### src/common/ob_pkg.sv
`default_nettype none

package ob_pkg;

  // Field widths
  localparam int UID_W   = 8;
  localparam int PRICE_W = 10;
  localparam int QTY_W   = 10;

  typedef logic [UID_W-1:0]   uid_t;
  typedef logic [PRICE_W-1:0] price_t;
  typedef logic [QTY_W-1:0]   quantity_t;

  // Command opcodes
  typedef enum logic [2:0] {
    Op_Nop       = 3'd0,
    Op_QryBidAsk = 3'd1,
    Op_Buy       = 3'd2,
    Op_Sell      = 3'd3,
    Op_PopTopBid = 3'd4,
    Op_PopTopAsk = 3'd5
  } opcode_e;

  // Response status codes
  typedef enum logic [2:0] {
    S_Okay   = 3'd0,
    S_Bad    = 3'd1,
    S_BadPop = 3'd2,
    S_Reject = 3'd3
  } status_e;

  // Ingress command
  typedef struct packed {
    opcode_e   opcode;
    uid_t      uid;
    price_t    price;
    quantity_t quantity;
  } cmd_t;

  // One resting order in a book side
  typedef struct packed {
    uid_t      uid;
    price_t    price;
    quantity_t quantity;
  } entry_t;

  // Egress response, unused fields stay zero
  typedef struct packed {
    uid_t      uid;
    status_e   status;
    uid_t      bid_uid;
    uid_t      ask_uid;
    price_t    bid_price;
    price_t    ask_price;
    quantity_t quantity;
  } rsp_t;

  // Registered trade decision from the compare stage
  typedef struct packed {
    logic      vld;
    uid_t      bid_uid;
    uid_t      ask_uid;
    logic      bid_consumed;
    logic      ask_consumed;
    // Shares traded
    quantity_t quantity;
    // Shares left on the surviving head
    quantity_t remainder;
  } cmp_result_t;

endpackage

`default_nettype wire

### src/ob_cmd_latch.sv
`timescale 1ns/1ps
`default_nettype none

module ob_cmd_latch import ob_pkg::*; (
  input  logic clk,
  input  logic rst,
  input  logic cmd_vld,
  input  cmd_t cmd,
  output logic cmd_pop,
  input  logic cmd_consume,
  output logic cmd_latch_vld,
  output cmd_t cmd_latch
);

  logic cmd_fetch;

  // Fetch when empty, or when the held command leaves this cycle
  assign cmd_fetch = cmd_vld & (cmd_consume | ~cmd_latch_vld);

  // Ingress side sees the fetch as its pop
  assign cmd_pop = cmd_fetch;

  // Fetch wins over consume, otherwise retain
  always_ff @(posedge clk) begin
    if (rst) begin
      cmd_latch_vld <= 1'b0;
    end else if (cmd_fetch) begin
      cmd_latch_vld <= 1'b1;
    end else if (cmd_consume) begin
      cmd_latch_vld <= 1'b0;
    end
  end

  // Payload only
  always_ff @(posedge clk) begin
    if (cmd_fetch) begin
      cmd_latch <= cmd;
    end
  end

endmodule

`default_nettype wire

### src/book/ob_book_side.sv
`timescale 1ns/1ps
`default_nettype none

module ob_book_side import ob_pkg::*; #(
  parameter int BOOK_DEPTH = 4,
  parameter bit IS_BID     = 1'b0
) (
  input  logic      clk,
  input  logic      rst,
  input  logic      insert,
  input  entry_t    insert_entry,
  input  logic      pop,
  input  logic      update_vld,
  input  quantity_t update_qty,
  output logic      head_vld,
  output entry_t    head,
  output logic      full
);

  entry_t                entries_q [BOOK_DEPTH];
  entry_t                entries_d [BOOK_DEPTH];
  logic [BOOK_DEPTH-1:0] vld_q;
  logic [BOOK_DEPTH-1:0] vld_d;

  // Slot holds an order that ranks behind the incoming one
  logic [BOOK_DEPTH-1:0] worse;

  always_comb begin
    for (int i = 0; i < BOOK_DEPTH; i++) begin
      // Strict compare keeps equal prices in arrival order
      if (IS_BID) begin
        worse[i] = ~vld_q[i] | (entries_q[i].price < insert_entry.price);
      end else begin
        worse[i] = ~vld_q[i] | (entries_q[i].price > insert_entry.price);
      end
    end
  end

  always_comb begin
    entries_d = entries_q;
    vld_d     = vld_q;

    if (insert) begin
      // Head slot takes the new order if it ranks first
      if (worse[0]) begin
        entries_d[0] = insert_entry;
        vld_d[0]     = 1'b1;
      end
      for (int i = 1; i < BOOK_DEPTH; i++) begin
        if (worse[i]) begin
          if (worse[i-1]) begin
            // Shift a worse order down by one
            entries_d[i] = entries_q[i-1];
            vld_d[i]     = vld_q[i-1];
          end else begin
            // First worse slot, new order lands here
            entries_d[i] = insert_entry;
            vld_d[i]     = 1'b1;
          end
        end
      end
    end else if (pop) begin
      // Move every order up one slot
      for (int i = 0; i < BOOK_DEPTH - 1; i++) begin
        entries_d[i] = entries_q[i+1];
      end
      vld_d = {1'b0, vld_q[BOOK_DEPTH-1:1]};
    end else if (update_vld) begin
      // Partial fill leaves a smaller head
      entries_d[0].quantity = update_qty;
    end
  end

  always_ff @(posedge clk) begin
    if (rst) begin
      vld_q <= '0;
    end else begin
      vld_q <= vld_d;
    end
  end

  always_ff @(posedge clk) begin
    entries_q <= entries_d;
  end

  // Head and full straight from flops
  assign head_vld = vld_q[0];
  assign head     = entries_q[0];
  assign full     = vld_q[BOOK_DEPTH-1];

endmodule

`default_nettype wire

### src/ob_match.sv
`timescale 1ns/1ps
`default_nettype none

module ob_match import ob_pkg::*; (
  input  logic        clk,
  input  logic        cmp_en,
  input  logic        bid_vld,
  input  entry_t      bid,
  input  logic        ask_vld,
  input  entry_t      ask,
  output cmp_result_t cmp_result
);

  // One extra bit carries the sign of the difference
  logic signed [QTY_W:0] ask_excess;
  logic signed [QTY_W:0] bid_excess;
  logic                  can_trade;
  cmp_result_t           cmp_d;

  always_comb begin
    // Crossed book with both heads present
    can_trade  = bid_vld & ask_vld & (bid.price >= ask.price);

    // Shares left on each side if the other fills fully
    ask_excess = $signed({1'b0, ask.quantity}) - $signed({1'b0, bid.quantity});
    bid_excess = $signed({1'b0, bid.quantity}) - $signed({1'b0, ask.quantity});

    cmp_d         = '0;
    cmp_d.bid_uid = bid.uid;
    cmp_d.ask_uid = ask.uid;

    if (can_trade) begin
      cmp_d.vld = 1'b1;
      if (ask_excess > 0) begin
        // Bid fills, ask keeps the excess
        cmp_d.bid_consumed = 1'b1;
        cmp_d.quantity     = bid.quantity;
        cmp_d.remainder    = quantity_t'(ask_excess);
      end else if (bid_excess > 0) begin
        // Ask fills, bid keeps the excess
        cmp_d.ask_consumed = 1'b1;
        cmp_d.quantity     = ask.quantity;
        cmp_d.remainder    = quantity_t'(bid_excess);
      end else begin
        // Exact match clears both heads
        cmp_d.bid_consumed = 1'b1;
        cmp_d.ask_consumed = 1'b1;
        cmp_d.quantity     = bid.quantity;
      end
    end
  end

  // Decision held until the next compare
  always_ff @(posedge clk) begin
    if (cmp_en) begin
      cmp_result <= cmp_d;
    end
  end

endmodule

`default_nettype wire

### src/ob_cntrl.sv
`timescale 1ns/1ps
`default_nettype none

module ob_cntrl import ob_pkg::*; (
  input  logic        clk,
  input  logic        rst,
  input  logic        cmd_latch_vld,
  input  cmd_t        cmd_latch,
  output logic        cmd_consume,
  input  logic        rsp_full,
  output logic        rsp_vld,
  output rsp_t        rsp,
  input  logic        bid_head_vld,
  input  entry_t      bid_head,
  input  logic        bid_full,
  output logic        bid_insert,
  output entry_t      bid_insert_entry,
  output logic        bid_pop,
  output logic        bid_update_vld,
  output quantity_t   bid_update_qty,
  input  logic        ask_head_vld,
  input  entry_t      ask_head,
  input  logic        ask_full,
  output logic        ask_insert,
  output entry_t      ask_insert_entry,
  output logic        ask_pop,
  output logic        ask_update_vld,
  output quantity_t   ask_update_qty,
  input  cmp_result_t cmp_result,
  output logic        cmp_en
);

  typedef enum logic [1:0] {
    IDLE      = 2'd0,
    ISSUE_QRY = 2'd1,
    EXECUTE   = 2'd2
  } state_e;

  state_e state_q;
  state_e state_d;
  entry_t new_entry;

  // Order from the latched command
  assign new_entry = '{uid: cmd_latch.uid, price: cmd_latch.price,
                       quantity: cmd_latch.quantity};

  always_comb begin
    state_d          = state_q;
    cmd_consume      = 1'b0;
    rsp_vld          = 1'b0;
    rsp              = '0;
    cmp_en           = 1'b0;
    bid_insert       = 1'b0;
    bid_insert_entry = new_entry;
    bid_pop          = 1'b0;
    bid_update_vld   = 1'b0;
    bid_update_qty   = cmp_result.remainder;
    ask_insert       = 1'b0;
    ask_insert_entry = new_entry;
    ask_pop          = 1'b0;
    ask_update_vld   = 1'b0;
    ask_update_qty   = cmp_result.remainder;

    case (state_q)
      IDLE: begin
        // Every IDLE command answers at once, so stall on a full egress
        if (cmd_latch_vld && !rsp_full) begin
          rsp_vld    = 1'b1;
          rsp.uid    = cmd_latch.uid;
          rsp.status = S_Okay;
          case (cmd_latch.opcode)
            Op_Nop: begin
              cmd_consume = 1'b1;
            end
            Op_QryBidAsk: begin
              cmd_consume = 1'b1;
              // Empty side reports zero price
              rsp.bid_price = bid_head_vld ? bid_head.price : '0;
              rsp.ask_price = ask_head_vld ? ask_head.price : '0;
              if (!(bid_head_vld && ask_head_vld)) begin
                rsp.status = S_Bad;
              end
            end
            Op_Buy: begin
              if (bid_full) begin
                // No room, book untouched
                cmd_consume = 1'b1;
                rsp.status  = S_Reject;
              end else begin
                bid_insert = 1'b1;
                state_d    = ISSUE_QRY;
              end
            end
            Op_Sell: begin
              if (ask_full) begin
                cmd_consume = 1'b1;
                rsp.status  = S_Reject;
              end else begin
                ask_insert = 1'b1;
                state_d    = ISSUE_QRY;
              end
            end
            Op_PopTopBid: begin
              cmd_consume = 1'b1;
              bid_pop     = bid_head_vld;
              if (bid_head_vld) begin
                rsp.bid_uid   = bid_head.uid;
                rsp.bid_price = bid_head.price;
                rsp.quantity  = bid_head.quantity;
              end else begin
                rsp.status = S_BadPop;
              end
            end
            Op_PopTopAsk: begin
              cmd_consume = 1'b1;
              ask_pop     = ask_head_vld;
              if (ask_head_vld) begin
                rsp.ask_uid   = ask_head.uid;
                rsp.ask_price = ask_head.price;
                rsp.quantity  = ask_head.quantity;
              end else begin
                rsp.status = S_BadPop;
              end
            end
            default: begin
              // Unknown opcode, drop it with an error
              cmd_consume = 1'b1;
              rsp.status  = S_Bad;
            end
          endcase
        end
      end

      ISSUE_QRY: begin
        // Heads now reflect the last insert or trade
        cmp_en  = 1'b1;
        state_d = EXECUTE;
      end

      EXECUTE: begin
        if (cmp_result.vld) begin
          // Trade waits for egress room, result stays registered
          if (!rsp_full) begin
            bid_pop        = cmp_result.bid_consumed;
            ask_pop        = cmp_result.ask_consumed;
            // Surviving head keeps the remainder
            bid_update_vld = cmp_result.ask_consumed & ~cmp_result.bid_consumed;
            ask_update_vld = cmp_result.bid_consumed & ~cmp_result.ask_consumed;

            rsp_vld      = 1'b1;
            rsp.uid      = '1;
            rsp.status   = S_Okay;
            rsp.bid_uid  = cmp_result.bid_uid;
            rsp.ask_uid  = cmp_result.ask_uid;
            rsp.quantity = cmp_result.quantity;
            state_d      = ISSUE_QRY;
          end
        end else begin
          // Book no longer crossed, Buy or Sell done
          cmd_consume = 1'b1;
          state_d     = IDLE;
        end
      end

      default: begin
        state_d = IDLE;
      end
    endcase
  end

  always_ff @(posedge clk) begin
    if (rst) begin
      state_q <= IDLE;
    end else begin
      state_q <= state_d;
    end
  end

endmodule

`default_nettype wire

### src/ob_top.sv
`timescale 1ns/1ps
`default_nettype none

module ob_top import ob_pkg::*; #(
  parameter int BOOK_DEPTH = 4
) (
  input  logic clk,
  input  logic rst,
  input  logic cmd_vld,
  input  cmd_t cmd,
  output logic cmd_pop,
  input  logic rsp_full,
  output logic rsp_vld,
  output rsp_t rsp
);

  // Latch to controller
  logic        cmd_latch_vld;
  cmd_t        cmd_latch;
  logic        cmd_consume;

  // Bid side
  logic        bid_insert;
  entry_t      bid_insert_entry;
  logic        bid_pop;
  logic        bid_update_vld;
  quantity_t   bid_update_qty;
  logic        bid_head_vld;
  entry_t      bid_head;
  logic        bid_full;

  // Ask side
  logic        ask_insert;
  entry_t      ask_insert_entry;
  logic        ask_pop;
  logic        ask_update_vld;
  quantity_t   ask_update_qty;
  logic        ask_head_vld;
  entry_t      ask_head;
  logic        ask_full;

  // Compare stage
  logic        cmp_en;
  cmp_result_t cmp_result;

  ob_cmd_latch u_cmd_latch (
    .clk           (clk),
    .rst           (rst),
    .cmd_vld       (cmd_vld),
    .cmd           (cmd),
    .cmd_pop       (cmd_pop),
    .cmd_consume   (cmd_consume),
    .cmd_latch_vld (cmd_latch_vld),
    .cmd_latch     (cmd_latch)
  );

  // Highest price first
  ob_book_side #(
    .BOOK_DEPTH (BOOK_DEPTH),
    .IS_BID     (1'b1)
  ) u_bid_book (
    .clk          (clk),
    .rst          (rst),
    .insert       (bid_insert),
    .insert_entry (bid_insert_entry),
    .pop          (bid_pop),
    .update_vld   (bid_update_vld),
    .update_qty   (bid_update_qty),
    .head_vld     (bid_head_vld),
    .head         (bid_head),
    .full         (bid_full)
  );

  // Lowest price first
  ob_book_side #(
    .BOOK_DEPTH (BOOK_DEPTH)
  ) u_ask_book (
    .clk          (clk),
    .rst          (rst),
    .insert       (ask_insert),
    .insert_entry (ask_insert_entry),
    .pop          (ask_pop),
    .update_vld   (ask_update_vld),
    .update_qty   (ask_update_qty),
    .head_vld     (ask_head_vld),
    .head         (ask_head),
    .full         (ask_full)
  );

  ob_match u_match (
    .clk        (clk),
    .cmp_en     (cmp_en),
    .bid_vld    (bid_head_vld),
    .bid        (bid_head),
    .ask_vld    (ask_head_vld),
    .ask        (ask_head),
    .cmp_result (cmp_result)
  );

  ob_cntrl u_cntrl (
    .clk              (clk),
    .rst              (rst),
    .cmd_latch_vld    (cmd_latch_vld),
    .cmd_latch        (cmd_latch),
    .cmd_consume      (cmd_consume),
    .rsp_full         (rsp_full),
    .rsp_vld          (rsp_vld),
    .rsp              (rsp),
    .bid_head_vld     (bid_head_vld),
    .bid_head         (bid_head),
    .bid_full         (bid_full),
    .bid_insert       (bid_insert),
    .bid_insert_entry (bid_insert_entry),
    .bid_pop          (bid_pop),
    .bid_update_vld   (bid_update_vld),
    .bid_update_qty   (bid_update_qty),
    .ask_head_vld     (ask_head_vld),
    .ask_head         (ask_head),
    .ask_full         (ask_full),
    .ask_insert       (ask_insert),
    .ask_insert_entry (ask_insert_entry),
    .ask_pop          (ask_pop),
    .ask_update_vld   (ask_update_vld),
    .ask_update_qty   (ask_update_qty),
    .cmp_result       (cmp_result),
    .cmp_en           (cmp_en)
  );

endmodule

`default_nettype wire

### config.mk
export PLATFORM = sky130hd
export DESIGN_NAME = ob_top
export DESIGN_NICKNAME = d
export VERILOG_FILES = /design/src/common/ob_pkg.sv /design/src/ob_cmd_latch.sv /design/src/book/ob_book_side.sv /design/src/ob_match.sv /design/src/ob_cntrl.sv /design/src/ob_top.sv
export SDC_FILE = /design/constraint.sdc
export NUM_CORES = 1
export LEC_CHECK = 0
export ABC_AREA = 1
export BUFFER_PORTS_ARGS = -buffer_cell sky130_fd_sc_hd__buf_4
export CORE_MARGIN = 8
export CORE_UTILIZATION = 50
export DETAILED_ROUTE_END_ITERATION = 10
export GPL_ROUTABILITY_DRIVEN = 1
export HOLD_SLACK_MARGIN = 0.02
export MAX_ROUTING_LAYER = met4
export PLACE_DENSITY = 0.67
export SYNTH_ARGS = -nofsm -noshare
export SYNTH_HDL_FRONTEND = slang
export SYNTH_SLANG_ARGS = --single-unit
### constraint.sdc
create_clock -name clk -period 7.9 [get_ports clk]
set_clock_uncertainty 0.1 [all_clocks]
set_input_delay 0.395 -clock clk [delete_from_list [all_inputs] [get_ports clk]]
set_output_delay 0.395 -clock clk [all_outputs]
set_load 0.01 [all_outputs]
==> run_results.csv <==
group,metric,value,unit
floorplan,coreArea,0.03353,mm²
floorplan,num_io_pins,94,
cts,cts_max_level,2,
synth,syn-mean-instance-area,8.892,µm²
timing,rsz0062_at_grt,"false",
worst_setup_path,start_kind,"flip-flop",
cts,cts_buffer_depth,3,
synth,synth-seq-cells,305,
cts,cts_root_buffer,"clkbuf_16",
worst_setup_path,cp_slowest_cell,"nor2_1",
detailed_routing,routed_via_density,5.714,
worst_setup_path,cp_max_fo,18,
floorplan,die_area,0.04014,mm²
power,peakVddDrop,0.1498,mV
synth,yosysUniqueCellTypes,47,
detailed_routing,vias,14130,
cts,numCtsBuffers,35,
cells_and_area,area_growth,14.12,%
synth,yosys.area.top_type,"edfxtp_1",
worst_setup_path,cp.required,7930,ps
grt,grt.overflow.total,0,
synth,synth.area.top_cells,"edfxtp_1 (52%), nand2_1 (12%), o21ai_0 (9.2%)",
placed_design,gp_congestion,0.9536,
detailed_routing,ant_nets,0,
cts,cts_tree,"yes",
timing,post-route-min-period,4491,ps
synth,synth_commonest_cells,"nand2_1 (544), o21ai_0 (311), edfxtp_1 (294)",
worst_setup_path,cpMostUsedCell,"nand2_1",
synth,synth_top_flop_cell,"edfxtp_1",
worst_setup_path,worstRegToRegCells,7,
timing,post-route-period-util,56.85,%
grt,antenna_found_initial,1,
worst_setup_path,max_stage_delay,940,ps
worst_setup_path,crit_path_cell_trace,"nor2_1, nand2_1, nor2_1, nand2_1, nand2_1, inv_1, nand2_1",
detailed_routing,wire_per_inst,20.33,µm
synth,yosysTopAreaCellShare,51.95,%
timing,slew_viol_final,0,
synth,synth-edff-count,294,
synth,yosysMostFrequentCell,"nand2_1",
timing,tightest_slew,1106,ps
placed_design,hpwl,35.31,mm
timing,hold_viol,0,
power,p_leak,8.233,nW
synth,syn_inst,1911,
cts,cts_setup_buffers,0,
detailed_routing,finalWirelength,50.28,mm
cts,clock_insertion_delay_worst_skew,510,ps
power,p_total,3.609,mW
cells_and_area,num-nets-final,2124,
worst_setup_path,crit_type,"flip-flop to flip-flop",
floorplan,rows,67,
synth,syn_nets,2035,
floorplan,initial_utilization,50.68,%
cells_and_area,drive_gt1_share,10.57,%
hold_path,hp-class,"primary input to flip-flop",
synth,synth_area,0.01699,mm²
floorplan,die_x,200.4,µm
grt,grt_pass1_vias,13490,
timing,slew_headroom,26.00,%
detailed_routing,drc,0,
outcome,status,"finished clean",
detailed_routing,drtIter0Drc,1699,
grt,grt.total_usage,25.04,%
worst_setup_path,critPathCaptureType,"flip-flop",
grt,grt_max_degree,72,
worst_setup_path,cp.arrival,4520,ps
cells_and_area,utilization,57.83,%
flow_run,cap_viol_max_count,0,
placed_design,port_buffers,92,
power,power_density,186.1,mW/mm²
synth,async_flop_share,0,%
synth,ys_seq_area_share,53.25,%
timing,tns,0,ps
cts,clk_pin_slew,60,ps
hold_path,hold_path_depth,3,
timing,timing.fmax,0.2227,GHz
detailed_routing,drt-pass1-iter-count,5,
synth,ys_warn_count,0,
timing,setup_viol,0,
grt,grt_first_pass_wirelength,77.56,mm
cts,clock_sinks,305,
floorplan,dieHeight,200.4,µm
## report_power, final
group / switching [mW] / internal, mW
Clock: 0.645 / 0.885
Sequential: 0.0323 / 1.80
Combinational: 0.164 / 0.0786
Total: 0.842 / 2.77
## worst paths after layout
kind / start / end / slack (ps)
max: u_cmd_latch.cmd_latch[29] / u_ask_book.head[18] / 3410
min: cmd_vld / u_cmd_latch.cmd_latch_vld / 60
max reg2reg: u_cmd_latch.cmd_latch[29] / u_ask_book.head[18] / 3410
min reg2reg: u_ask_book.head[27] / u_match.cmp_result[29] / 350
## logic make-up after synthesis
kind of cell | share of synthesized area [%]
AO/OA/AOI/OAI | 14.06
XOR/XNOR | 0.1031
adder cells (fa/ha/maj) | 6.642
buffers and inverters | 6.126
flip-flops | 53.25
other | 0.02207
AND/OR/NAND/NOR | 19.79
## stage by stage
step / hold slack (ps) / area, µm² / instances / worst slack, ps
floorplan: 326.4 / 16990 / 1911 / 5092
global placement: 329.5 / 18020 / 2380 / 3547
detailed placement: 340.3 / 18020 / 2380 / 3423
CTS: 51.21 / 19390 / 2472 / 3551
global route: 78.10 / 19390 / 2473 / 3169
finish: 59.75 / 19390 / 2473 / 3409
## cells in the final DEF (no fill, tap or decap), types with 3 or more instances in the layout
cell type | synthesis | layout
nand2_1 | 544 | 544
o21ai_0 | 311 | 310
edfxtp_1 | 294 | 294
inv_1 | 165 | 164
nor2_1 | 151 | 148
buf_4 | 1 | 108
ha_1 | 87 | 87
a21oi_1 | 61 | 61
nand3_1 | 45 | 43
clkbuf_16 | 0 | 37
dlygate4sd3_1 | 0 | 31
nor2_2 | 13 | 15
nand4_1 | 14 | 14
o22ai_1 | 14 | 14
nor3_1 | 13 | 13
clkinv_1 | 2 | 11
dfxtp_1 | 11 | 11
nand2_2 | 10 | 10
a21oi_2 | 10 | 10
nand3_2 | 10 | 10
a22oi_1 | 10 | 10
nor3b_1 | 9 | 9
o211ai_1 | 7 | 7
a32o_1 | 7 | 7
clkbuf_1 | 59 | 7
inv_2 | 5 | 6
a211oi_1 | 4 | 4
o21a_1 | 4 | 4
nor2_4 | 2 | 3
clkinvlp_4 | 0 | 3
clkinv_2 | 0 | 3
## what timing repair did
item	CTS	global route
hold buffers	31	0
hold endpoints to repair	31	0
resized for setup	0	0
## state kept, by name, summed over array words and instances (netlist names)
signal / count
u_bid_book.vld_q: 4
u_ask_book.entries_q: 84
u_match.cmp_result: 39
u_cntrl.state_q: 2
u_bid_book.entries_q: 84
u_bid_book.head: 28
u_ask_book.head: 28
u_ask_book.vld_q: 4
u_cmd_latch.cmd_latch_vld: 1
u_cmd_latch.cmd_latch: 31
## metal layers
layer / vias to the layer above / wire length (µm) / global-route usage, %
met3: 93 / 5156 / 6.116
li1: 6691 / - / -
met4: 0 / 1653 / 8.410
met1: 6666 / 21990 / 34.47
met2: 680 / 21480 / 35.88
met5: - / 0 / -
## critical path: cells and delay by family, from the launching register on
kind / cells / cell delay [ps]
simple gates: 6 / 3230
flops: 1 / 430
buf+inv: 1 / 340
## cell type report
type / count / area [µm²]
well taps: 448 / 560.5
inverters: 172 / 645.6
repair buffers: 139 / 1121
fillers: 2968 / 14140
multi-input cells: 1347 / 6952
flip-flops and latches: 305 / 9049
diodes: 1 / 2.502
clock buffers: 44 / 952.2
clock inverters: 17 / 110.1
Power figures use the tool's default switching activity.
